$ cat config.mk
export PLATFORM = sky130hd
export DESIGN_NAME = reg_file
export DESIGN_NICKNAME = d
export VERILOG_FILES = /design/src/cpu_pkg.sv /design/src/reg_file.sv
export SDC_FILE = /design/constraint.sdc
export NUM_CORES = 2
export LEC_CHECK = 0
export BUFFER_PORTS_ARGS = -buffer_cell sky130_fd_sc_hd__clkbuf_2
export CAP_MARGIN = 30
export CORE_ASPECT_RATIO = 0.6
export CORE_MARGIN = 2
export CORE_UTILIZATION = 25
export CTS_CLUSTER_DIAMETER = 60
export DETAILED_ROUTE_END_ITERATION = 7
export SLEW_MARGIN = 20
export SYNTH_ARGS = -nofsm -noshare
export SYNTH_HDL_FRONTEND = slang
export SYNTH_SLANG_ARGS = --single-unit
$ cat constraint.sdc
create_clock -name clk -period 3.85 [get_ports clk]
set_input_delay 0.1925 -clock clk [delete_from_list [all_inputs] [get_ports clk]]
set_output_delay 0.1925 -clock clk [all_outputs]
set_load 0.05 [all_outputs]
$ cat src/cpu_pkg.sv
// 64-bit core with 256-word memories; pc and data addresses wrap modulo 256, no byte enables
`default_nettype none

package cpu_pkg;

  localparam int XLEN    = 64;
  localparam int ILEN    = 32;
  localparam int REG_AW  = 5;
  localparam int MEM_AW  = 8;
  localparam int IMM_W   = 16;
  localparam int PADDR_W = 16;
  localparam int OFFS_W  = PADDR_W - 2;

  // paddr[15:14] picks the region
  localparam logic [1:0] REGION_CTRL = 2'b00;
  localparam logic [1:0] REGION_REG  = 2'b01;
  localparam logic [1:0] REGION_IMEM = 2'b10;
  localparam logic [1:0] REGION_DMEM = 2'b11;

  // control region offsets
  localparam logic [OFFS_W-1:0] CTRL_RUN     = 14'd0;
  localparam logic [OFFS_W-1:0] CTRL_RETIRED = 14'd1;

  typedef enum logic [5:0] {
    OP_NOOP = 6'b000000,
    OP_ADD  = 6'b000100,
    OP_AND  = 6'b100100,
    OP_CMP  = 6'b111100,
    OP_LW   = 6'b001011,
    OP_SW   = 6'b001100,
    OP_JA   = 6'b001111,
    OP_HALT = 6'b111111
  } opcode_e;

  typedef logic [XLEN-1:0]   data_t;
  typedef logic [REG_AW-1:0] reg_idx_t;
  typedef logic [MEM_AW-1:0] mem_addr_t;

  // rd is source and destination
  typedef struct packed {
    opcode_e            op;
    reg_idx_t           rd;
    reg_idx_t           rt;
    logic [IMM_W-1:0]   imm;
  } instr_t;

  typedef struct packed {
    logic reg_we;
    logic mem_re;
    logic mem_we;
    logic use_and;
    logic b_from_reg;
    logic branch;
    logic halt;
  } ctrl_t;

  typedef struct packed {
    logic               psel;
    logic               penable;
    logic               pwrite;
    logic [PADDR_W-1:0] paddr;
    data_t              pwdata;
  } apb_req_t;

  typedef struct packed {
    data_t prdata;
    logic  pready;
    logic  pslverr;
  } apb_rsp_t;

  typedef struct packed {
    logic      en;
    logic      we;
    mem_addr_t addr;
    data_t     wdata;
  } dmem_req_t;

endpackage

`default_nettype wire

$ cat src/reg_file.sv
// 32x64 register file, reads are combinational; entry 0 is never written so it reads as zero
`timescale 1ns/1ps
`default_nettype none

module reg_file
  import cpu_pkg::*;
(
  input  logic     clk,
  input  logic     rst,
  input  reg_idx_t rd_addr,
  input  reg_idx_t rt_addr,
  input  reg_idx_t dbg_addr,
  output data_t    rd_data,
  output data_t    rt_data,
  output data_t    dbg_data,
  input  logic     wb_en,
  input  reg_idx_t wb_addr,
  input  data_t    wb_data
);

  data_t regs [2**REG_AW];

  always_ff @(posedge clk) begin
    if (rst) begin
      for (int i = 0; i < 2**REG_AW; i++) begin
        regs[i] <= '0;
      end
    end else if (wb_en) begin
      regs[wb_addr] <= wb_data;
    end
  end

  assign rd_data  = regs[rd_addr];
  assign rt_data  = regs[rt_addr];
  // host readback port
  assign dbg_data = regs[dbg_addr];

  // the sequencer must filter rd == 0
  a_no_r0_write: assert property (@(posedge clk) disable iff (rst)
    wb_en |-> wb_addr != '0);

endmodule

`default_nettype wire

**Word-level counts from Yosys, hierarchy flattened**

Memories as Yosys holds them, arrays and structs flattened.
Index checks and enable logic that the tools add are counted.

- Reductions and logical operators: 1
- Multiplexer cells: 8

Operators with widths:

| cell | number |
|---|---|
| $mux 64 | 1 |
| $reduce_or 64->1 | 1 |
| $mux 1 | 6 |
| $mux 5 | 1 |

- Output and inout port bits: 192
- Memory bits (writable): 2,048
- Memories kept: 1
- Register bits after elaboration: 0
- Input port bits: 87

Memories:

| memory | depth | width | read ports | clocked after Yosys merged registers in | write ports | line | text |
|---|---|---|---|---|---|---|---|
| regs | 32 | 64 | 3 | 0 | 32 | reg_file.sv:21 | `data_t regs [2**REG_AW];` |

**Depth between registers and ports, before layout**

- Depth in word-level cells: 5
- Depth in mapped cells: 9
- Gate-level depth less buffers: 4

**Least setup slack after synthesis**

No wires, ideal clock.

- Path type: input to output
- Start: in dbg_addr[1]
- End: out dbg_data[21]
- Path slack: 0.935 ns
- Cell stages on the path: 8
- Arrival: 2.723 ns
- Cells stage by stage: buf_2 > buf_2 > buf_2 > buf_2 > buf_2 > clkbuf_1 > o21ai_0 > a211oi_1

- Longest elaborated chain between the ends: 1

Ends and longest elaborated chain:

| item | line | text |
|---|---|---|
| start, declared | reg_file.sv:12 | `input reg_idx_t dbg_addr,` |
| $mem_v2 32x64 | - |  |
| end, declared | reg_file.sv:15 | `output data_t dbg_data,` |

No other way between the ends.

**Worst setup path after layout**

- Start: in dbg_addr[2]
- End: out dbg_data[25]

The elaborated chain is that of the path after synthesis.

==> flow_summary.toml <==
[run_status]
status = "finished with violations"
violations = "antenna violations, design-rule violations"

[detailed_routing]
wl_per_cell_um = 38.2
antenna_left = 1
drt_wl_total_um = 565000
vias = 87700
drtPass1Iterations = 8
drt_iter0_markers = 17100
vias_per_cell = 5.94
drc = 9

[power_and_ir_drop]
power_density_nw_per_um2 = 425
power.static_leakage_nw = 48.0
ir_drop_v = 0.000419

[sta]
fmax_mhz = 276
drv_slew = 0
min_period_over_period_pct = 94.2
min_period_ns = 3.63
tns_ns = 0
tightest_slew_ns = 1.12
hold_violations = 0
setup_viol = 0
relSlewSlack_pct = 25.0
fin_hold_ws_ns = 0.0252
rsz0062_at_grt = "no"

[worst_setup_path]
end_kind = "output pin"
crit_fanout = 38
cp.arrival_ns = 3.43
critical_path_class = "in2out"
critPathRequiredTime_ns = 3.66
critPathLaunchType = "primary input"

[clock_tree]
cts_buffers = 243
clockBufferDepth = 4
tritoncts = "done"
cts.sinks = 2048
cts.htree.levels = 4
post_cts_buffers = 0
root_buffer = "clkbuf_16"
clk_transition_reported_paths_ns = 0.06

[logic_synthesis]
synth_nets = 7804
synth_cells = 7717
synth_top_area_cell = "edfxtp_1"
synth_edf_count = 2048
syn-cell-area_um2 = 125000
ys_types = 34
synthArstFlopShare_pct = 0
ys_ff_latch = 2048
yosysTopAreaCellShare_pct = 49.2
synthFlopType = "edfxtp_1"
yosysWarnings = 0
yosysSeqAreaShare_pct = 49.2
synthTopCellsByArea = "edfxtp_1 (49%), mux4_2 (30%), and2_1 (10%)"
syn_area_per_cell_um2 = 16.2

[floorplanning]
dieArea_um2 = 506000
row_count = 201
fp.dieH_um = 552
die_w_um = 917
core-area_um2 = 499000
start_util_pct = 25.1
io-pin-count = 279

[global_routing]
overflow = 0
grt_usage_pct = 21.7
grt_first_pass_wirelength_um = 761000
grt_max_degree = 98
grt_pass1_vias = 84500
antenna_found_initial = 102

[hold_path]
hold_class = "in2reg"

[placed_design]
gp_congestion = 0.884
numPortBuffers = 278
dp.cells = 14200
dp_hpwl_um = 322000

[layout]
largest_register_ffs = 2048
fin_util_pct = 29.2
nNetsFinal = 7853
multiInputGateArea_um2 = 60000
reg_top3 = "regs: 2048 flops"
regMostFlops = "regs"
fin_cells = 14800
drive_above_1_share_pct = 38.6
fill_cells = 48700
mostFrequentLayoutCells = "and2_1 (2049), edfxtp_1 (2048), mux4_2 (1673)"
final_common_cell = "and2_1"
area_delta_synth_final_pct = 16.5
seqCellArea_um2 = 61500

[job]
cap_violations = 0
## worst paths after layout
check	end	cells past startpoint	start	slack (ns)
worst max-delay path	dbg_data[25]	8	dbg_addr[2]	0.22
worst min-delay path	regs[17][22]	2	wb_data[22]	0.03
## report_power, final
group / internal [mW] / switching, mW / leakage [nW]
clock network: 13.1 / 10.1 / 3.79
registers: 25.8 / 1.03 / 19.5
logic: 4.82 / 7.13 / 24.8
total: 43.7 / 18.3 / 48.0
## per-stage QoR
step                cell area (µm²)  setup slack [ns]  total power, mW
finish                       146000             0.225             62.0
global route                 145000             0.239             63.0
CTS                          145000             0.278             61.6
detailed placement           137000             0.301             38.8
global placement             137000             0.322             38.6
floorplan                    125000             0.935             33.8
## cells in the mapped netlist, drive strengths merged, types with 18 or more instances
library cell and instances:
mux4 1673, nor2 56, a211oi 36, a21oi 18, and2 2051, mux2i 275
o22ai 90, mux2 277, edfxtp 2048, nor2b 45, buf 333, clkbuf 588
o21ai 44, or2 35, a21boi 18, a221oi 61
## routing by layer
metal,global-route usage [%],part of all wire [%],vias to the layer above
li1,-,-,31200
met1,26.2,33,45000
met2,32.0,43,9357
met3,8.31,15,2062
met4,14.8,8.0,36
met5,0.168,0.067,-
## cells by family (layout without fill, tap and decap cells)
logic type             count (synthesis)  after routing  synth area share (%)
multiplexers                        2225           2225                  34.8
other                                  0            109                     0
buffers and inverters                922           1167                  3.21
AND/OR/NAND/NOR                     2209           2209                  11.0
flip-flops                          2048           2048                  49.2
AO/OA/AOI/OAI                        313            313                  1.79
## layout make-up
class,count,share of cell area [%]
antenna,109,0.187
clock buffer,272,4.31
inverter,1,0.00773
timing repair buffer,725,5.33
tap,6699,5.75
clock inverter,169,1.02
multi-input combinational,4747,41.2
sequential,2048,42.2
## critical path, stage by stage
cell	delay (ns)
buf_8	0.42
buf_4	0.63
mux4_2	0.32
mux2_2	0.15
o22ai_1	0.15
a221oi_1	0.91
buf_4	0.34
buf_12	0.16
## what timing repair did
action,4_1_cts,5_1_grt
hold buffers,60,0
gates resized for setup,0,0
hold endpoints to repair,1652,0
setup endpoints to repair,0,0
(Power assumes the default switching activity.)
