`config.mk`:
```
export PLATFORM = sky130hd
export DESIGN_NAME = exec_unit
export DESIGN_NICKNAME = d
export VERILOG_FILES = /design/src/cpu_pkg.sv /design/src/exec_unit.sv
export SDC_FILE = /design/constraint.sdc
export NUM_CORES = 1
export LEC_CHECK = 0
export BUFFER_PORTS_ARGS = -buffer_cell sky130_fd_sc_hd__buf_2
export CAP_MARGIN = 20
export CORE_UTILIZATION = 50
export DETAILED_ROUTE_END_ITERATION = 10
export GPL_ROUTABILITY_DRIVEN = 0
export PLACE_DENSITY = 0.9
export SLEW_MARGIN = 20
export SYNTH_ARGS = -nofsm -noshare
export SYNTH_HDL_FRONTEND = slang
export SYNTH_SLANG_ARGS = --single-unit
```
`constraint.sdc`:
```
create_clock -name vclk -period 11.4
set_clock_uncertainty 0.15 [all_clocks]
set_input_delay 1.71 -clock vclk [all_inputs]
set_output_delay 1.71 -clock vclk [all_outputs]
set_load 0.02 [all_outputs]
```
`src/cpu_pkg.sv`:
```
// 64-bit core with 256-word memories; pc and data addresses wrap modulo 256, no byte enables
`default_nettype none

package cpu_pkg;

  localparam int XLEN    = 64;
  localparam int ILEN    = 32;
  localparam int REG_AW  = 5;
  localparam int MEM_AW  = 8;
  localparam int IMM_W   = 16;
  localparam int PADDR_W = 16;
  localparam int OFFS_W  = PADDR_W - 2;

  // paddr[15:14] picks the region
  localparam logic [1:0] REGION_CTRL = 2'b00;
  localparam logic [1:0] REGION_REG  = 2'b01;
  localparam logic [1:0] REGION_IMEM = 2'b10;
  localparam logic [1:0] REGION_DMEM = 2'b11;

  // control region offsets
  localparam logic [OFFS_W-1:0] CTRL_RUN     = 14'd0;
  localparam logic [OFFS_W-1:0] CTRL_RETIRED = 14'd1;

  typedef enum logic [5:0] {
    OP_NOOP = 6'b000000,
    OP_ADD  = 6'b000100,
    OP_AND  = 6'b100100,
    OP_CMP  = 6'b111100,
    OP_LW   = 6'b001011,
    OP_SW   = 6'b001100,
    OP_JA   = 6'b001111,
    OP_HALT = 6'b111111
  } opcode_e;

  typedef logic [XLEN-1:0]   data_t;
  typedef logic [REG_AW-1:0] reg_idx_t;
  typedef logic [MEM_AW-1:0] mem_addr_t;

  // rd is source and destination
  typedef struct packed {
    opcode_e            op;
    reg_idx_t           rd;
    reg_idx_t           rt;
    logic [IMM_W-1:0]   imm;
  } instr_t;

  typedef struct packed {
    logic reg_we;
    logic mem_re;
    logic mem_we;
    logic use_and;
    logic b_from_reg;
    logic branch;
    logic halt;
  } ctrl_t;

  typedef struct packed {
    logic               psel;
    logic               penable;
    logic               pwrite;
    logic [PADDR_W-1:0] paddr;
    data_t              pwdata;
  } apb_req_t;

  typedef struct packed {
    data_t prdata;
    logic  pready;
    logic  pslverr;
  } apb_rsp_t;

  typedef struct packed {
    logic      en;
    logic      we;
    mem_addr_t addr;
    data_t     wdata;
  } dmem_req_t;

endpackage

`default_nettype wire

```
`src/exec_unit.sv`:
```
// combinational alu; add wraps at 64 bits, the immediate is always sign-extended
`timescale 1ns/1ps
`default_nettype none

module exec_unit
  import cpu_pkg::*;
(
  input  data_t            a,
  input  data_t            rt_data,
  input  logic [IMM_W-1:0] imm,
  input  ctrl_t            ctrl,
  output data_t            result,
  output logic             eq
);

  data_t imm_ext;
  data_t b;

  assign imm_ext = {{(XLEN-IMM_W){imm[IMM_W-1]}}, imm};
  // lw and sw take rd + imm as address
  assign b       = ctrl.b_from_reg ? rt_data : imm_ext;
  assign result  = ctrl.use_and ? (a & b) : (a + b);
  assign eq      = a == rt_data;

endmodule

`default_nettype wire

```
Yosys cells after proc, flatten, opt, wreduce, memory -nomap -nowiden
Cells that the tools add are included.
{ "word_totals": {"ff_bits": 0, "latchBits": 0, "ramBits": 0, "romBits": 0, "inputBits": 151, "output_inout_bits": 65, "wordCells": 5, "memories": 0} }
{ "op_classes": {"add_sub_neg": 1, "n_mul": 0, "div_mod_pow": 0, "n_lt_le_gt_ge": 0, "eq_ne": 1, "shifts": 0, "muxes": 2, "n_bitwise": 1, "reduce_logical": 0} }
{ "ops": {"columns": ["cell", "count"], "rows": [
  ["64-bit two-way mux", 2],
  ["64-bit adder", 1],
  ["64-bit AND", 1],
  ["64-bit equality test", 1]
]} }

Longest topological paths before layout
Gate-level depths: netlist of the first run.
{ "logic_depth": {"depth_word": 3, "depth_mapped": 16} }

Worst setup path after synthesis of the first run
OpenSTA, ideal clock, no wires.
{ "synth_timing": {"path_kind": "input -> output", "startpoint": "in ctrl[2] in the netlist's numbering", "endpoint": "out result[59]", "arrival_ns": 5.390, "required_time_ns": 9.540, "path_slack_ns": 4.150, "cell_stages": 16, "path_cell_list": "clkbuf_1 -> buf_1 -> clkbuf_1 -> nand2_1 -> nand2_1 -> ha_1 -> buf_6 -> a21o_1 -> o21ba_4 -> o21ai_2 -> or4_4 -> o2111ai_4 -> a21oi_2 -> o311ai_1 -> a21oi_1 -> o31ai_1"} }
{ "synth_between": {"elab_chain_len": 3, "elab_cells_between_ends": 4, "classes_between": "add/sub: 1; mux: 2; bitwise: 1"} }
{ "synth_rtl": {"columns": ["element", "line", "rtl"], "rows": [
  ["start, declared", "exec_unit.sv:11", "input ctrl_t ctrl,"],
  ["64-bit two-way mux (*)", "exec_unit.sv:21", "assign b = ctrl.b_from_reg ? rt_data : imm_ext;"],
  ["64-bit adder or 64-bit AND (tied branches)", "exec_unit.sv:22", "assign result = ctrl.use_and ? (a & b) : (a + b);"],
  ["64-bit two-way mux (*)", "exec_unit.sv:22", null],
  ["end, declared", "exec_unit.sv:12", "output data_t result,"]
]} }
Mark *: on every way between the ends. The rest lies on a longest branch, timed or not.

Final worst setup path of the first run
{ "layout_timing": {"startpoint": "in ctrl[2] in the netlist's numbering", "endpoint": "out result[61]"} }
The elaborated chain is that of the path after synthesis.

==> results.md, run 1 <==
- Vias in the first global route: approximately 6900
- Syn nets: 1151
- Pwr per Cell Area: 73.5 mW/mm^2
- HP Class: in2out
- Final WL: between 20000 and 25000 um
- Critical path type: in2out
- Slew @ Worst Pin: about 1.1 ns
- FFs & Latches: 0
- Status: finished, final reports clean
- Global route total overflow: 0
- DRC viols: 0
- Highest clock rate: roughly 130 MHz
- Core area: 0.0114 sq mm
- Most frequent cells in the layout: buf_2 (210), nand2_1 (209), xor2_1 (83)
- WL per Instance: 17.3 um
- RSZ-0062 raised after global routing: false
- Antenna Nets Post-Route: 0
- CTS Hold Bufs: 0
- Layout cells sized above 1: 22.8%
- Endpoints failing setup: 0
- Mux share of post-synthesis cell area: 3.66%
- XOR/XNOR Fraction of Synth Area: 16.9%
- Largest family of logic cells by synthesized area: compound AO/OA/AOI/OAI gates
- Resized cells post-CTS: 0
- Die area: 0.0121 sq mm
- YS warnings: 0
- Final core utilization: 60.3%
- Commonest non-fill, non-tap cell in the layout: buf_2
- Crit path arrival time: between 6 and 7 ns
- Post-synth cell types: 64
- Layout Nets: 1312
- Worst setup EP type: output port
- Startpoint types: input pin
- Max Slew Vio Count: 0
- Initial DRC count: 702
- Synthesized area: 0.00584 sq mm
- Vias per cell: 6.27
- DIE WIDTH: 110 um
- First-pass GRT wire length: 33000 um
- Port Buf Inserts: 211
- Initial Util: 51.2%
- Register area share after synthesis: 0%
- Floorplan row count: 39
- FF/Latch Area: 0 sq um
- Post-CTS Setup Bufs: 0
- Via count: 7760
- Crit path time final: roughly 7.9 ns
- VDD IR max: 0.0474 mV
- Worst EP required: 9.54 ns
- Largest net degree at the start of global routing: 70
- Slew HR: between 20% and 30%
- Max_cap viols: 0
- Syn-to-layout area delta: 17.9%
- Synth Area per Inst: 6.25 sq um
- Die height: 110 um
- Synth Area in Compound Gates: a little under a third
- Number of placed I/O pins: about 220
- Fin crit share: 69.6%
- Initial antenna violation count: 0
- Final hold vios: 0
- Hold_ws: 3.77 ns
- Post-DP HPWL: 17700 um
- Layout clock buffers: 0
- Gate Count Post-Synth: 935
- Final Instance Count excl. Fillers: 1237
- Worst Path Max Fanout: 59
- Setup tns final: 0 ns
- Dpl cells: 1237
- Leakage power: 3.41 nW
- Antenna Cells: 0
- Pwr Total: 0.506 mW
- Synth Area in Simple Gates: between 20% and 30%
- Adder-cell area share of the yosys netlist: 14.0%
- Router iterations before antenna repair: 5
- Gr usage total: 34.1%
-- kinds of logic after synthesis --
logic type	after synthesis
AOI/OAI and AO/OA	290
xor gates and xnor gates	113
adders and majority gates	65
buffers and inverters	77
muxes	19
and+or+nand+nor	371
-- synthesized netlist by cell type, types with 15 or more instances --
| master | number | share of area (%) |
|---|---|---|
| clkbuf_1 | 47 | 3.0 |
| a21oi_1 | 79 | 6.8 |
| mux2_2 | 19 | 3.7 |
| xor2_1 | 83 | 12 |
| nand4_1 | 27 | 2.9 |
| o21ai_0 | 80 | 6.9 |
| nor4_1 | 22 | 2.4 |
| xnor2_1 | 30 | 4.5 |
| ha_1 | 64 | 14 |
| inv_1 | 22 | 1.4 |
| nand3_1 | 17 | 1.5 |
| nor2_1 | 43 | 2.8 |
| nor3_1 | 15 | 1.3 |
| a21o_1 | 24 | 3.1 |
| nand2_1 | 209 | 13 |
| o21bai_1 | 19 | 2.4 |
-- cell type report --
type	instances	area (sq um)
Tap cell	143	179
Timing Repair Buffer	214	1080
Fill cell	1077	4530
Inverter	22	82.6
Multi-Input combinational cell	858	5550
-- where the power goes --
group | internal (mW) | switching (mW) | total [mW]
Sequential | 0 | 0 | 0
Clock | 0 | 0 | 0
Combinational | 0.190 | 0.317 | 0.506
Total | 0.190 | 0.317 | 0.506
-- per-stage QoR --
step	cell area, sq um	worst slack (ns)
final	6890	3.47
after global routing	6890	3.22
after floorplan	5840	4.15
after detailed placement	6890	3.61
after CTS	6890	3.62
after global placement	6890	3.75
-- routing by layer --
metal  share of wire, %  track usage (%)
met5                  0                0
met4                4.8             14.7
met3                 10             4.12
met2                 45             57.7
met1                 40             43.5
-- final timing paths --
| kind | end | slack (ns) | depth (start not counted) | startpoint |
|---|---|---|---|---|
| worst min-delay path | result[0] | 3.77 | 4 | a[0] |
| worst max-delay path | result[61] | 3.47 | 14 | ctrl[2] |
-- critical path, cell delays in order --
cell	delay [ns]
buf_2	0.19
buf_4	0.59
mux2_2	0.41
ha_1	0.33
nand2_1	0.12
a21o_1	0.18
a21oi_1	0.30
a32oi_1	0.20
a21oi_1	0.31
o21ai_1	0.15
a2111oi_0	0.92
a21oi_1	0.17
o221a_2	0.30
buf_2	0.16
No activity file was read; power rests on OpenSTA's default activity.
==> inputs of run 2 (changes only) <==
==> constraint.sdc (replaced) <==
create_clock -name vclk -period 8.06
set_clock_uncertainty 0.15 [all_clocks]
set_input_delay 1.209 -clock vclk [all_inputs]
set_output_delay 1.209 -clock vclk [all_outputs]
set_load 0.02 [all_outputs]
==> run 2 against run 1 <==
Die area unchanged. Clock-buffer cell count unchanged. Wire length down 0.56%. Worst hold slack worse by 1.0 ns. Critical endpoint is now result[62].
==> results.md, run 2 (synthesis results as in run 1) <==
- Final hold vios: 0 (unchanged)
- Slew @ Worst Pin: 0.969 ns (-0.108 ns)
- Antenna Nets Post-Route: 0 (unchanged)
- Final Worst Setup Slack: 0.993 ns (-2.48 ns)
- Commonest non-fill, non-tap cell in the layout: buf_2
- Layout cells sized above 1: 22.8% (unchanged)
- Max_cap viols: 0 (unchanged)
- Antenna Cells: 0 (unchanged)
- Highest clock rate: roughly 140 MHz
- Pwr Total: 0.715 mW (+41%)
- Post-CTS Setup Bufs: 0 (unchanged)
- Startpoint types: input pin
- Via count: 7768 (+0.10%)
- Initial DRC count: 735 (+4.7%)
- First-pass GRT wire length: 32900 um (-0.23%)
- Most frequent cells in the layout: buf_2 (210), nand2_1 (209), xor2_1 (83)
- Crit path arrival time: 5.71 ns (-0.36 ns)
- DIE WIDTH: 110 um (unchanged)
- Setup tns final: 0 ns (unchanged)
- Worst Path Max Fanout: 33 (-44%)
- FF/Latch Area: 0 sq um (unchanged)
- CTS Hold Bufs: 0 (unchanged)
- Status: finished, final reports clean
- Vias in the first global route: 6882 (+0.41%)
- Filler Cell Count: 1093 (+1.5%)
- Resized cells post-CTS: 0 (unchanged)
- Min-Delay Path Depth: 4 (unchanged)
- Vias per cell: 6.28 (+0.10%)
- Crit path time final: 7.07 ns
- Port Buf Inserts: 211 (unchanged)
- Die height: 110 um (unchanged)
- Fin crit share: between 80% and 90%
- Gr usage total: 34.0% (-0.095 points)
- Core area: 0.0114 sq mm (unchanged)
- Largest net degree at the start of global routing: 77 (+10%)
- Worst EP required: 6.70 ns (-2.84 ns)
- Router iterations before antenna repair: 5 (unchanged)
- Max Slew Vio Count: 0 (unchanged)
- Layout clock buffers: 0 (unchanged)
- Critical path type: in2out
- Final Instance Count excl. Fillers: 1237 (unchanged)
- VDD IR max: 0.0570 mV (+20%)
- Floorplan row count: 39 (unchanged)
- Worst setup EP type: output port
- Final WL: 21300 um (-0.56%)
- Final core utilization: 60.3% (unchanged)
- Endpoints failing setup: 0 (unchanged)
- Pre-CTS worst setup slack: 1.11 ns (-2.50 ns)
- Initial antenna violation count: 0 (unchanged)
- Syn-to-layout area delta: 17.9% (unchanged)
- Die area: 0.0121 sq mm (unchanged)
- Pwr per Cell Area: 104 mW/mm^2 (+41%)
- FFs & Latches: 0 (unchanged)
- Global route total overflow: 0 (unchanged)
- Layout Nets: 1312 (unchanged)
- Dpl cells: 1237 (unchanged)
- Initial Util: 51.2% (unchanged)
- Leakage power: 3.41 nW (unchanged)
- Number of placed I/O pins: 216 (unchanged)
- HP Class: in2out
- DRC viols: 0 (unchanged)
- RSZ-0062 raised after global routing: false
- Post-DP HPWL: 17700 um (about the same)
- Slew HR: 33.8% (+7.4 points)
- WL per Instance: 17.2 um (-0.56%)
run 2: path summary, 6_finish.rpt:
path	slack, ns	from	end
max	0.99	ctrl[2]	result[62]
min	2.76	a[0]	result[0]
run 2: layout make-up:
class / count / area [sq um] / share of cell area (%)
multi-input cells: 858 / 5550 / 80.5
repair buffers: 214 / 1080 / 15.7
well taps: 143 / 179 / 2.60
inverters: 22 / 82.6 / 1.20
run 2: critical path, stage by stage:
cell       delay (ns)
buf_2            0.55
buf_4            0.48
mux2_2           0.39
ha_1             0.21
a21oi_1          0.35
o21ai_0          0.27
a211o_1          0.38
a31o_2           0.30
o31ai_4          0.30
o21bai_1         0.24
a21oi_2          0.37
a2111oi_0        0.19
a221oi_1         0.25
buf_2            0.21
run 2: metal layers:
metal / vias to the layer above / part of all wire (%) / track usage (%)
met1: 3528 / 42 / 45.0
met3: 67 / 9.3 / 3.59
met5: - / 0 / 0
li1: 3686 / - / -
met4: 0 / 4.8 / 15.8
met2: 487 / 44 / 55.3
run 2: power breakdown:
part	leakage [nW]	switching (mW)	internal, mW	total, mW
Sequential	0	0	0	0
Combinational	3.41	0.447	0.268	0.715
Clock	0	0	0	0
run 2: metrics by stage:
stage	cell area, sq um	hold WS, ns
2_1_floorplan	5840	2.48
3_3_place_gp	6890	2.76
3_5_place_dp	6890	2.76
4_1_cts	6890	2.76
5_1_grt	6890	2.80
6_report	6890	2.76
==> inputs of run 3 (changes only) <==
--- a/config.mk
+++ b/config.mk
@@ -5,12 +5,13 @@
 export SDC_FILE = /design/constraint.sdc
 export NUM_CORES = 1
 export LEC_CHECK = 0
+export ABC_AREA = 1
 export BUFFER_PORTS_ARGS = -buffer_cell sky130_fd_sc_hd__buf_2
 export CAP_MARGIN = 20
 export CORE_UTILIZATION = 50
 export DETAILED_ROUTE_END_ITERATION = 10
 export GPL_ROUTABILITY_DRIVEN = 0
-export PLACE_DENSITY = 0.9
+export PLACE_DENSITY = 0.86
 export SLEW_MARGIN = 20
 export SYNTH_ARGS = -nofsm -noshare
 export SYNTH_HDL_FRONTEND = slang
==> run 3 against run 2 <==
Utilization down 0.55 points. Wire length up 49%. Critical path depth up 3. Area after synthesis up 35%. First-iteration DRC count up 110%. Setup slack better by 1.5 ns. Sequential cell count unchanged. Largest cell class unchanged. Highest routed layer unchanged.
==> results.md, run 3 <==
- Synth top cells by count: nand2_1 (783), inv_1 (330), nor2_1 (124)
- Synthesized area: 0.00791 sq mm (+35%)
- Pwr per Cell Area: 92.8 mW/mm^2 (-11%)
- Worst Path Max Fanout: 43 (+30%)
- Leakage power: 5.96 nW (+75%)
- Post-DP HPWL: 27000 um (+52%)
- Via count: 11500 (+47%)
- Synth Area per Inst: 4.65 sq um (-26%)
- Yosys top cell area share: 37.2% (+23 points)
- Most frequent cells in the layout: nand2_1 (783), inv_1 (330), buf_2 (211)
- Syn nets: 1916 (+66%)
- Placed Instance Area: 0.00915 sq mm (+33%)
- Gr usage total: 38.1% (+4.1 points)
- Register area share after synthesis: 0% (unchanged)
- HP Class: in2out
- Startpoint types: input pin
- Post-synth cell types: 33 (-48%)
- FF/Latch Area: 0 sq um (unchanged)
- Worst EP required: 6.70 ns (about the same)
- Setup tns final: 0 ns (unchanged)
- Global route total overflow: 0 (unchanged)
- Die area: 0.0163 sq mm (+35%)
- Layout Nets: 2106 (+61%)
- Pre-CTS worst setup slack: 2.61 ns (+1.51 ns)
- Vias per cell: 5.45 (-13%)
- Layout cells sized above 1: 15.3% (-7.5 points)
- Post-CTS Setup Bufs: 0 (unchanged)
- Initial DRC count: 1572 (+110%)
- FFs & Latches: 0 (unchanged)
- Largest net degree at the start of global routing: 75 (-2.6%)
- YS warnings: 0 (unchanged)
- Status: finished, final reports clean
- Vias in the first global route: 10300 (+49%)
- Dominant cell type by area after synthesis: nand2_1
- Port Buf Inserts: 211 (unchanged)
- Endpoints failing setup: 0 (unchanged)
- Fin area: 0.00916 sq mm (+33%)
- RSZ-0062 raised after global routing: false
- Core area: 0.0153 sq mm (+34%)
- Number of placed I/O pins: 216 (unchanged)
- Die height: 128 um (+16%)
- Highest clock rate: 180 MHz (+27%)
- Crit path time final: 5.56 ns (-1.50 ns)
- Worst setup EP type: output port
- WL per Instance: 15.1 um (-12%)
- Router iterations before antenna repair: 7 (+2)
- Crit path arrival time: 4.20 ns (-1.51 ns)
- Floorplan row count: 45 (+15%)
- DIE WIDTH: 128 um (+16%)
- Syn-to-layout area delta: 15.8%
- Most frequent cell after synthesis: nand2_1
- Fin crit share: 69.0% (-19 points)
- First-pass GRT wire length: 49400 um (+50%)
- VDD IR max: 0.0348 mV (-39%)
- Final hold vios: 0 (unchanged)
- Initial antenna violation count: 1 (+1)
- Commonest non-fill, non-tap cell in the layout: nand2_1
- Antenna Nets Post-Route: 0 (unchanged)
- Max Slew Vio Count: 0 (unchanged)
- Final WL: 31700 um (+49%)
- Slew @ Worst Pin: 1.05 ns (+0.0838 ns)
- Layout clock buffers: 0 (unchanged)
- Synth top area cells: nand2_1 (37%), inv_1 (16%), ha_1 (10%), xnor2_1 (8.0%), nor2_1 (5.9%)
- Resized cells post-CTS: 0 (unchanged)
- Final Worst Setup Slack: 2.50 ns (+1.50 ns)
- DRC viols: 0 (unchanged)
- Initial Util: 51.6% (+0.46 points)
- Slew HR: 29.7% (-4.0 points)
- CTS Hold Bufs: 0 (unchanged)
- Critical path type: in2out
- Gate Count Post-Synth: 1700 (+82%)
- Max_cap viols: 0 (unchanged)
run 3: changes by cell type after synthesis, sizes merged, moves of 17 or more:
cell / change
a21o: -24
a21oi: -33
clkbuf: -24
inv: +314
mux2: -19
nand2: +592
nand3: +67
nor2: +99
o21ai: -39
o21bai: -17
xnor2: +42
xor2: -82
run 3: layout make-up:
class	count	area [sq um]
repair buffers	215	1090
well taps	211	264
diodes	1	2.50
multi-input cells	1336	6540
fillers	1586	6160
inverters	337	1260
run 3: logic make-up after synthesis:
group,after synthesis,synth area share [%]
adder cells (fa/ha/maj),65,10.4
AND/OR/NAND/NOR,1089,57.0
buffers and inverters,364,17.3
XOR/XNOR,73,8.08
AO/OA/AOI/OAI,109,7.20
run 3: power by group:
| part | internal [mW] | switching [mW] | total [mW] |
|---|---|---|---|
| registers | 0 | 0 | 0 |
| clock network | 0.0000000166 | 0 | 0.0000000166 |
| logic | 0.282 | 0.568 | 0.850 |
| total | 0.282 | 0.568 | 0.850 |
run 3: worst max-delay path, stage by stage:
cell     delay, ns
buf_2         0.12
inv_1         0.06
nand2_1       0.16
buf_4         0.48
o21ai_0       0.19
ha_1          0.45
nand2_1       0.14
nor2_1        0.16
inv_1         0.10
nor3_2        0.20
nand3_1       0.11
nand2_1       0.23
nand2_1       0.11
nand3_1       0.08
nand3_1       0.08
nand2_1       0.14
buf_2         0.18
run 3: metal layers:
layer / up-vias / global-route usage, % / part of all wire, %
met4: 0 / 22.1 / 7.5
met2: 831 / 58.9 / 41
li1: 5490 / - / -
met1: 4947 / 48.8 / 38
met3: 186 / 8.14 / 14
met5: - / 0 / 0
run 3: path summary, 6_finish.rpt:
check	from	endpoint	slack [ns]	cells past startpoint
worst max-delay path	ctrl[2]	result[41]	2.50	17
worst min-delay path	a[63]	result[63]	2.75	5
run 3: per-stage QoR:
step	hold WS, ns	util, %	power (mW)	std cells
6_report	2.75	59.8	0.850	2100
5_1_grt	2.81	59.8	0.919	2100
4_1_cts	2.76	59.8	0.819	2099
3_5_place_dp	2.76	59.8	0.815	2099
3_3_place_gp	2.76	59.8	0.801	2099
2_1_floorplan	2.53	-	0.558	1700
