### src/cpu_pkg.sv
// 64-bit core with 256-word memories; pc and data addresses wrap modulo 256, no byte enables
`default_nettype none

package cpu_pkg;

  localparam int XLEN    = 64;
  localparam int ILEN    = 32;
  localparam int REG_AW  = 5;
  localparam int MEM_AW  = 8;
  localparam int IMM_W   = 16;
  localparam int PADDR_W = 16;
  localparam int OFFS_W  = PADDR_W - 2;

  // paddr[15:14] picks the region
  localparam logic [1:0] REGION_CTRL = 2'b00;
  localparam logic [1:0] REGION_REG  = 2'b01;
  localparam logic [1:0] REGION_IMEM = 2'b10;
  localparam logic [1:0] REGION_DMEM = 2'b11;

  // control region offsets
  localparam logic [OFFS_W-1:0] CTRL_RUN     = 14'd0;
  localparam logic [OFFS_W-1:0] CTRL_RETIRED = 14'd1;

  typedef enum logic [5:0] {
    OP_NOOP = 6'b000000,
    OP_ADD  = 6'b000100,
    OP_AND  = 6'b100100,
    OP_CMP  = 6'b111100,
    OP_LW   = 6'b001011,
    OP_SW   = 6'b001100,
    OP_JA   = 6'b001111,
    OP_HALT = 6'b111111
  } opcode_e;

  typedef logic [XLEN-1:0]   data_t;
  typedef logic [REG_AW-1:0] reg_idx_t;
  typedef logic [MEM_AW-1:0] mem_addr_t;

  // rd is source and destination
  typedef struct packed {
    opcode_e            op;
    reg_idx_t           rd;
    reg_idx_t           rt;
    logic [IMM_W-1:0]   imm;
  } instr_t;

  typedef struct packed {
    logic reg_we;
    logic mem_re;
    logic mem_we;
    logic use_and;
    logic b_from_reg;
    logic branch;
    logic halt;
  } ctrl_t;

  typedef struct packed {
    logic               psel;
    logic               penable;
    logic               pwrite;
    logic [PADDR_W-1:0] paddr;
    data_t              pwdata;
  } apb_req_t;

  typedef struct packed {
    data_t prdata;
    logic  pready;
    logic  pslverr;
  } apb_rsp_t;

  typedef struct packed {
    logic      en;
    logic      we;
    mem_addr_t addr;
    data_t     wdata;
  } dmem_req_t;

endpackage

`default_nettype wire

### src/instr_seq.sv
// multi-cycle sequencer, 2 cycles per instruction and 3 for lw; unknown opcodes run as noop
`timescale 1ns/1ps
`default_nettype none

module instr_seq
  import cpu_pkg::*;
(
  input  logic             clk,
  input  logic             rst,
  input  logic             start,
  output logic             running,
  output logic             retire,
  output logic             imem_en,
  output mem_addr_t        imem_addr,
  input  instr_t           instr,
  output reg_idx_t         rd_addr,
  output reg_idx_t         rt_addr,
  output ctrl_t            ctrl,
  output logic [IMM_W-1:0] imm,
  input  logic             eq,
  output dmem_req_t        dmem,
  input  data_t            alu_result,
  input  data_t            rt_data,
  output logic             wb_en,
  output reg_idx_t         wb_addr,
  output logic             wb_sel_mem
);

  typedef enum logic [1:0] {
    S_IDLE,
    S_FETCH,
    S_EXEC,
    S_MEM
  } state_e;

  state_e    state;
  mem_addr_t pc;
  mem_addr_t pc_next;
  ctrl_t     dec;
  logic      in_exec;
  logic      done;

  always_comb begin
    case (instr.op)
      OP_ADD:  dec = '{reg_we: 1'b1, b_from_reg: 1'b1, default: 1'b0};
      OP_AND:  dec = '{reg_we: 1'b1, use_and: 1'b1, b_from_reg: 1'b1, default: 1'b0};
      OP_CMP:  dec = '{branch: 1'b1, b_from_reg: 1'b1, default: 1'b0};
      OP_JA:   dec = '{branch: 1'b1, b_from_reg: 1'b1, default: 1'b0};
      OP_LW:   dec = '{reg_we: 1'b1, mem_re: 1'b1, default: 1'b0};
      OP_SW:   dec = '{mem_we: 1'b1, default: 1'b0};
      OP_HALT: dec = '{halt: 1'b1, default: 1'b0};
      default: dec = '0;
    endcase
  end

  assign in_exec = state == S_EXEC;
  // instruction completes here, lw one cycle later
  assign done    = (in_exec && !dec.mem_re) || state == S_MEM;

  // halt drops running in its own execute cycle
  assign running = state != S_IDLE && !(in_exec && dec.halt);
  assign retire  = done;

  assign imem_en   = state == S_FETCH;
  assign imem_addr = pc;
  assign rd_addr   = instr.rd;
  assign rt_addr   = instr.rt;
  assign imm       = instr.imm;
  assign ctrl      = (in_exec || state == S_MEM) ? dec : '0;

  assign dmem.en    = in_exec && (dec.mem_re || dec.mem_we);
  assign dmem.we    = in_exec && dec.mem_we;
  assign dmem.addr  = alu_result[MEM_AW-1:0];
  assign dmem.wdata = rt_data;

  assign wb_en      = done && dec.reg_we && instr.rd != '0;
  assign wb_addr    = instr.rd;
  assign wb_sel_mem = state == S_MEM;

  // branch target pc + 1 + imm, wraps with the imem size
  assign pc_next = (dec.branch && eq) ? pc + mem_addr_t'(1) + instr.imm[MEM_AW-1:0]
                                      : pc + mem_addr_t'(1);

  always_ff @(posedge clk) begin
    if (rst) begin
      state <= S_IDLE;
      pc    <= '0;
    end else begin
      case (state)
        S_IDLE: begin
          if (start) begin
            state <= S_FETCH;
            pc    <= '0;
          end
        end
        S_FETCH: state <= S_EXEC;
        S_EXEC: begin
          pc <= pc_next;
          if (dec.halt) begin
            state <= S_IDLE;
          end else if (dec.mem_re) begin
            state <= S_MEM;
          end else begin
            state <= S_FETCH;
          end
        end
        default: state <= S_FETCH;
      endcase
    end
  end

  a_mem_excl: assert property (@(posedge clk) disable iff (rst)
    !(ctrl.mem_re && ctrl.mem_we));

endmodule

`default_nettype wire

### config.mk
export PLATFORM = sky130hd
export DESIGN_NAME = instr_seq
export DESIGN_NICKNAME = d
export VERILOG_FILES = /design/src/cpu_pkg.sv /design/src/instr_seq.sv
export SDC_FILE = /design/constraint.sdc
export NUM_CORES = 1
export LEC_CHECK = 0
export ABC_AREA = 1
export BUFFER_PORTS_ARGS = -buffer_cell sky130_fd_sc_hd__buf_4
export CAP_MARGIN = 20
export CORE_AREA = 8 8 105 107
export CTS_BUF_LIST = sky130_fd_sc_hd__clkbuf_8
export CTS_CLUSTER_SIZE = 28
export DETAILED_ROUTE_END_ITERATION = 10
export DIE_AREA = 0 0 113 115
export HOLD_SLACK_MARGIN = 0.15
export PLACE_DENSITY_LB_ADDON = 0.25
export SLEW_MARGIN = 15
export SYNTH_ARGS = -nofsm -noshare
export SYNTH_HDL_FRONTEND = slang
export SYNTH_SLANG_ARGS = --single-unit
### constraint.sdc
create_clock -name clk -period 2.5 [get_ports clk]
set_clock_uncertainty 0.2 [all_clocks]
set_input_delay 0.125 -clock clk [delete_from_list [all_inputs] [get_ports clk]]
set_output_delay 0.125 -clock clk [all_outputs]
set_load 0.005 [all_outputs]
# Word-level counts from Yosys, hierarchy flattened
# Index checks and enable logic that the tools add are counted.
[totals]
register_bits = 10
latch_bits = 0
mem_bits_rw = 0
rom_bits = 0
memories = 0
[classes]
addsub = 2
mul = 0
div_mod_pow = 0
n_lt_le_gt_ge = 0
n_eq_ne = 11
n_shift = 0
n_mux = 9
n_bitwise = 0
n_reduce_logical = 19
[op_table]
columns = ["cell", "n"]
rows = [
  ["$pmux W7 S6", 1],
  ["$eq A6 B4 Y1 const B", 3],
  ["$eq A6 B6 Y1 const B", 3],
  ["$mux W8", 2],
  ["$pmux W8 S2", 1],
  ["$add A8 B1 Y8 const B", 1],
  ["$add A8 B8 Y8", 1],
  ["$logic_and A1 B1 Y1", 8],
  ["$mux W7", 1],
  ["$eq A6 B3 Y1 const B", 1],
  ["$mux W2", 3],
  ["$pmux W2 S3", 1],
  ["$reduce_bool A5 Y1", 1],
  ["$eq A2 B2 Y1 const B", 2],
  ["$reduce_bool A2 Y1", 2],
  ["$logic_or A1 B1 Y1", 3],
  ["$eq A2 B1 Y1 const B", 1],
  ["$logic_not A1 Y1", 2],
  ["$logic_not A2 Y1", 1],
  ["$ne A2 B2 Y1 const B", 1],
  ["$reduce_and A2 Y1", 1],
  ["$reduce_or A2 Y1", 1],
]

# Logic depth before layout (Yosys ltp)
# Gate-level depths: netlist (run 1).
[depth]
ltp_word = 8
mapped_depth = 16
depth_no_buf = 16

# Worst setup path before layout (run 1)
# OpenSTA, ideal clock, no wires.
[synth_timing]
path_type = "register -> register"
from = "register pc[0], in the netlist imem_addr[0]"
to = "register pc[7], in the netlist imem_addr[7]"
setup_time_ns = 0.131
arrival_ns = 1.954
required_time_ns = 2.169
setup_slack_ns = 0.216
path_stages_with_launch = 17
path_buffers = 0
cell_sequence = "dfxtp_1 > ha_1 > nand2_1 > nor2_1 > nand2_1 > xor2_1 > inv_1 > ha_1 > nand2_1 > clkinv_1 > nand3_1 > o21ai_0 > inv_1 > nand2_1 > nand3_1 > nand2_1 > a21oi_2"
[synth_between]
elab_chain_len = 4
[synth_lines]
columns = ["item", "line_no", "text"]
rows = [
  ["start, declared", "instr_seq.sv:37", "mem_addr_t pc;"],
  ["start signal, assigned", "instr_seq.sv:98", "pc <= pc_next;"],
  ["$add A8 B1 Y8 (*)", "instr_seq.sv:81, instr_seq.sv:82", ""],
  ["$add A8 B8 Y8", "instr_seq.sv:81", "assign pc_next = (dec.branch && eq) ? pc + mem_addr_t'(1) + instr.imm[MEM_AW-1:0]"],
  ["$mux W8 (*)", "instr_seq.sv:81", ""],
  ["$pmux W8 S2 (*)", "instr_seq.sv:89", "case (state)"],
]
# Mark *: on every way between the ends. The rest lies on a longest branch, timed or not.
# A chain may end at the register's enable or synchronous reset.

# Final worst setup path (run 1)
# Ends and elaborated chain as after synthesis.

==> results of run 1 <==
per-stage QoR:
step                hold WS, ns  area (µm²)  utilization  TNS (ns)  std cells
finish                    0.171        2930        0.310         0        473
global route              0.242        2930        0.310   -0.0470        473
CTS                       0.177        2850        0.301         0        473
detailed placement       0.0500        1870        0.198         0        377
global placement         0.0500        1870        0.198  -0.00209        377
floorplan                 0.119        1970            -         0        295
repair_timing:
action,CTS,global route
setup buffers,0,0
resized for setup,1,19
endpoints found under the hold margin,95,0
setup endpoints to repair,1,4
pin swaps,0,3
hold buffers,92,0
power groups by stage:
stage	registers, mW	logic, mW	clock network, mW
final	0.172	0.373	0.209
after global routing	0.173	0.411	0.223
after CTS	0.172	0.375	0.218
after detailed placement	0.175	0.235	0
after global placement	0.175	0.235	0
after floorplan	0.176	0.242	0
worst reg2reg max path: stages (launching register included):
cell	delay (ns)
dfxtp_2	0.32
ha_2	0.19
nand2_2	0.09
inv_1	0.06
buf_4	0.13
nor2_1	0.13
ha_1	0.30
or2_1	0.23
nand2_2	0.11
o21ai_2	0.07
buf_4	0.13
nand3_1	0.07
nand3_1	0.07
nand2_1	0.07
a21oi_2	0.05
per-layer routing:
metal | track usage | wire [µm]
met1 | 0.103 | 2650
met2 | 0.182 | 3590
met3 | 0.0200 | 614
met4 | 0.0293 | 80
met5 | 0 | 0
flip-flops by register name, summed over array words and instances (netlist names):
| name | flops |
|---|---|
| state | 2 |
| imem_addr | 8 |
worst paths after layout:
path	slack (ns)	cells after the start	endpoint	start
setup reg to reg	0.17	14	imem_addr[7]$_SDFFE_PP0P_	imem_addr[0]$_SDFFE_PP0P_
hold reg to reg	0.33	2	imem_addr[4]$_SDFFE_PP0P_	imem_addr[4]$_SDFFE_PP0P_
setup / recovery	0.17	14	imem_addr[7]$_SDFFE_PP0P_	imem_addr[0]$_SDFFE_PP0P_
hold / removal	0.17	6	imem_addr[7]$_SDFFE_PP0P_	instr[7]
placed cells by master, fill, tap and decap left out, drive strengths merged, types with 2 or more instances in the layout:
cell type    synthesis  routed
inv                 33      33
a21oi               20      20
buf                104      72
nor3                 2       2
dlygate4sd3          0      92
nor2                25      25
nand2               42      42
o211ai               3       3
a211oi               3       3
xor2                 2       2
nand4                3       3
nand3               12      12
clkbuf               0       4
dfxtp               10      10
o21ai               14      14
xnor2                4       4
ha                  12      12
layout make-up:
cell class	instances	area [µm²]
Inverter	34	128
Multi-Input combinational cell	147	938
Fill cell	998	6530
Tap cell	114	143
Sequential cell	10	203
Timing Repair Buffer	164	1460
Clock buffer	4	55.1
kinds of logic after synthesis:
| kind of cell | share of synthesized area |
|---|---|
| DFF | 0.102 |
| adders and majority gates | 0.0865 |
| xor gates and xnor gates | 0.0267 |
| and+or+nand+nor | 0.206 |
| buffers and inverters | 0.460 |
| AOI/OAI and AO/OA | 0.119 |
==> impl_metrics.toml, run 1 <==
[outcome]
status = "completed"

[worst_setup_path]
end_kind = "flop"
cp_top_family = "simple AND/OR/NAND/NOR gates"
crit_type = "reg -> reg"
cp_slowest_cell = "dfxtp_2"
crit_path_cell_trace = "ha_2 -> nand2_2 -> inv_1 -> buf_4 -> nor2_1 -> ha_1 -> or2_1 -> nand2_2 -> o21ai_2 -> buf_4 -> nand3_1 -> nand3_1 -> nand2_1 -> a21oi_2"
worstPathRequired_ns = 2.43
cp_slowest_stage_delay_ns = 0.32
cp.arrival_ns = 2.26
cp-start-kind = "flop"
cp_max_fo = 4
critPathBufInv = 3

[timing]
finalSetupViolCount = 0
maxSlewViolCount = 0
period_share = 0.932
fin_ws_ns = 0.171
timing.fmax_ghz = 0.429
finalCriticalPeriod_ns = 2.33
worst_pin_slew_ns = 0.378
maxSlewHeadroom = 0.747
rsz0062_at_grt = "true"
hold_viol_final = 0

[logic_synthesis]
ys.flop_type = "dfxtp_1"
synthArstFlopShare = 0
ys_top_cells_by_count = "buf_4 (103), nand2_1 (36), inv_1 (27)"
yosysSeqAreaShare = 0.102
synth_edf_count = 0
synth_top_cell_area_share = 0.393
synth_area_leader_cell = "buf_4"
synth_cell_type_count = 30
yosysMostFrequentCell = "buf_4"
syn_inst = 295
synth_area_leaders = "buf_4 (39%), dfxtp_1 (10%), ha_1 (7.6%)"
synth_seq_cells = 10
avgSynthCellArea_um2 = 6.67
synth_fp_nets = 472
yosys_warnings = 0
synth_area_mm2 = 0.00197

[clock_tree]
htreeDepth = 1
insertion_delay_ns = 0.24
clock-sinks = 10
cts_tree = "yes"
clock_path_buffers = 2
clk_pin_slew_ns = 0.05
cts-root-buf = "clkbuf_8"
cts_made_buffers = 3

[layout]
drive_gt1_frac = 0.318
nets = 537
areaGrowthSynthToFinish_pct = 48.9
insertedDiodeCount = 0

[route]
drcViolationCount = 0
wl_per_cell_um = 14.6
routed-via-count = 1916
first_iter_violations = 74
ant_nets = 0
routed_wl_um = 6930
dr.pass1.iters = 4
avgViaCountPerCell = 4.05

[global_routing]
grt_max_degree = 11
grt_overflow_total = 0
grt_pass1_wl_um = 10300
antenna_found_initial = 0
grt_usage = 0.0954
grt_pass1_vias = 2075

[pwr]
seq_power_share = 0.228
design_power_total_mw = 0.755
p_comb_frac = 0.495
ir_worst_vdd_mv = 0.113
internal_power_mw = 0.512
p_sw_mw = 0.243
p_per_area_mw_per_mm2 = 258
p_clk_frac = 0.277
swShare = 0.322
cellLeakagePower_nw = 1.32

[flow_run]
drv_cap = 0

[floorplanning]
rows = 36
pin_count = 289
die_area_mm2 = 0.0130
core_mm2 = 0.00946
chipHeight_um = 115
die_w_um = 113
start_util = 0.208

[placement]
dp_slack_ns = 0.0177
io_buffer_count = 62
dp_hpwl_um = 4310
place_congestion = 0.757

[hold_path]
hp-class = "in -> reg"
Note: power is estimated with default switching activity, not from simulation.
==> run 2: changes to the inputs <==
--- a/config.mk
+++ b/config.mk
@@ -5,14 +5,13 @@
 export SDC_FILE = /design/constraint.sdc
 export NUM_CORES = 1
 export LEC_CHECK = 0
-export ABC_AREA = 1
 export BUFFER_PORTS_ARGS = -buffer_cell sky130_fd_sc_hd__buf_4
 export CAP_MARGIN = 20
-export CORE_AREA = 8 8 105 107
+export CORE_AREA = 8 8 106 108
 export CTS_BUF_LIST = sky130_fd_sc_hd__clkbuf_8
 export CTS_CLUSTER_SIZE = 28
 export DETAILED_ROUTE_END_ITERATION = 10
-export DIE_AREA = 0 0 113 115
+export DIE_AREA = 0 0 114 116
 export HOLD_SLACK_MARGIN = 0.15
 export PLACE_DENSITY_LB_ADDON = 0.25
 export SLEW_MARGIN = 15
==> run 2 against run 1 <==
Net effect: register-to-register slack about the same; largest cell class unchanged; non-clock buffer count decreased by 8; wire length decreased by 5.6%; largest power group unchanged; setup slack improved by 0.0082 ns; area after synthesis decreased by 6.2%; critical path depth decreased by 3; flip-flop and latch count unchanged; sequential power decreased by 3%; utilization decreased by 2.9 points; via count decreased by 12%; global-route usage decreased by 0.99 points; die area increased by 1.8%; critical endpoint is now imem_addr[6]$_SDFFE_PP0P_.
==> impl_metrics.toml, run 2 <==
[pwr]
p_per_area_mw_per_mm2 = 251
design_power_total_mw = 0.672
ir_worst_vdd_mv = 0.106
cellLeakagePower_nw = 1.16

[floorplanning]
die_area_mm2 = 0.0132
chipHeight_um = 116
pin_count = 289
rows = 36
core_mm2 = 0.00955
die_w_um = 114
start_util = 0.193

[global_routing]
met2_usage = 0.152
grt_use_met3 = 0.0380
grt_pass1_vias = 1902
top_usage_layer = "met2"
grt_overflow_total = 0
antenna_found_initial = 0
grt_max_degree = 10
met1_usage = 0.0944
grt_usage = 0.0855
grt_pass1_wl_um = 9370

[timing]
fin_ws_ns = 0.179
worst_pin_slew_ns = 0.460
finalSetupViolCount = 0
period_share = 0.928
maxSlewViolCount = 0
finalCriticalPeriod_ns = 2.32
maxSlewHeadroom = 0.692
timing.fmax_ghz = 0.431
hold_viol_final = 0

[clock_tree]
cts_made_buffers = 3
insertion_delay_ns = 0.24
clock-sinks = 10
cts-root-buf = "clkbuf_8"
clk_pin_slew_ns = 0.05
clock_path_buffers = 2
postCtsSetupBuffers = 0
cts_tree = "yes"
htreeDepth = 1

[worst_setup_path]
cp_max_fo = 7
crit_top_cell = "inv_1"
crit_path_cell_trace = "buf_4 -> inv_1 -> ha_1 -> inv_1 -> fa_1 -> nor2b_1 -> nor3_2 -> o21bai_1 -> a21oi_1 -> mux2i_1 -> nand2_1"
cp_slowest_stage_delay_ns = 0.41
worstPathRequired_ns = 2.43
critPathBufInv = 3
end_kind = "flop"
cp_top_family = "adder cells"
cp_slowest_cell = "fa_1"
cp-start-kind = "flop"
cp.arrival_ns = 2.25
r2r_setup_slack_ns = 0.18
crit_type = "reg -> reg"

[logic_synthesis]
synthArstFlopShare = 0
yosysSeqAreaShare = 0.109
synth_seq_cells = 10
synth_cell_type_count = 41
yosysMostFrequentCell = "buf_4"
synth_area_leaders = "buf_4 (42%), dfxtp_1 (11%), ha_1 (8.1%)"
synthAdderAreaFrac = 0.0923
avgSynthCellArea_um2 = 7.65
syn_inst = 241
synth_top_family_by_area = "buffers and inverters"
synth_xor_area_frac = 0.0522
synth_top_cell_area_share = 0.419
synth_area_mm2 = 0.00184
yosys_warnings = 0
yosys.area_share.simple = 0.142
synth_mux_area_frac = 0.0380
synth_fp_nets = 418
ys_top_cells_by_count = "buf_4 (103), nor2_1 (14), a21oi_1 (12), ha_1 (12), nand2_1 (12)"
ys.flop_type = "dfxtp_1"
synth_area_leader_cell = "buf_4"
synth_edf_count = 0
synth-compound-area-share = 0.126

[layout]
most-common-layout-cells = "dlygate4sd3_1 (88), buf_4 (68), nor2_1 (14)"
regArea_um2 = 200
drive_gt1_frac = 0.268
multi_input_area_um2 = 841
final_util = 0.281
largest_reg_flops = 8
finalInstanceArea_mm2 = 0.00268
areaGrowthSynthToFinish_pct = 45.3
insertedDiodeCount = 0
nets = 473
final_common_cell = "dlygate4sd3_1"
fill_cells = 1030

[placement]
dp_slack_ns = 0.103
io_buffer_count = 62
place_congestion = 0.750
placed_area_mm2 = 0.00174
dp_hpwl_um = 4050

[route]
dr.pass1.iters = 4
routed_wl_um = 6540
wl_per_cell_um = 15.3
avgViaCountPerCell = 3.96
first_iter_violations = 44
routed-via-count = 1693
drcViolationCount = 0
ant_nets = 0

[hold_path]
hp-class = "in -> reg"

[flow_run]
drv_cap = 0

[outcome]
status = "completed"
run 2: logic make-up after synthesis:
family	count (synthesis)
buffers and inverters	113
AOI/OAI and AO/OA	36
xor gates and xnor gates	11
and+or+nand+nor	51
adders and majority gates	13
muxes	7
DFF	10
run 2: final timing paths:
check,from,to,depth (start not counted)
max,imem_addr[0]$_SDFFE_PP0P_,imem_addr[6]$_SDFFE_PP0P_,11
min reg2reg,imem_addr[4]$_SDFFE_PP0P_,imem_addr[4]$_SDFFE_PP0P_,2
max reg2reg,imem_addr[0]$_SDFFE_PP0P_,imem_addr[6]$_SDFFE_PP0P_,11
min,instr[5],imem_addr[6]$_SDFFE_PP0P_,5
run 2: routing by layer:
metal  part of all wire  up-vias
met3               0.13        2
met1               0.39      730
li1                   -      814
met4             0.0040        0
met2               0.48      147
met5                  0        -
run 2: final cells by class:
cell class                      count  share of cell area
Tap cell                          133              0.0621
Sequential cell                    10              0.0747
Inverter                            7             0.00980
Multi-Input combinational cell    118               0.314
Timing Repair Buffer              156               0.519
Clock buffer                        4              0.0205
run 2: worst reg2reg max path, stage by stage (launching register included):
cell	delay [ns]
dfxtp_1	0.32
buf_4	0.17
inv_1	0.06
ha_1	0.19
inv_1	0.07
fa_1	0.41
nor2b_1	0.21
nor3_2	0.07
o21bai_1	0.18
a21oi_1	0.11
mux2i_1	0.16
nand2_1	0.07
run 2: metrics by stage:
step	TNS, ns	std cells	hold slack (ns)
finish	0	428	0.197
global route	-0.0144	428	0.242
CTS	0	428	0.183
detailed placement	0	336	0.0500
global placement	0	336	0.0500
floorplan	0	241	0.131
run 2: what timing repair did:
| action | in CTS | in global routing |
|---|---|---|
| gates resized for setup | 0 | 4 |
| endpoints found under the setup margin | 0 | 3 |
| hold buffers | 88 | 0 |
| endpoints found under the hold margin | 94 | 0 |
run 2: power breakdown:
group          internal [mW]  switching [mW]  leakage [nW]  total (mW)
logic                  0.179           0.116          1.05       0.295
registers              0.163         0.00404        0.0809       0.167
clock network          0.139          0.0708        0.0288       0.210
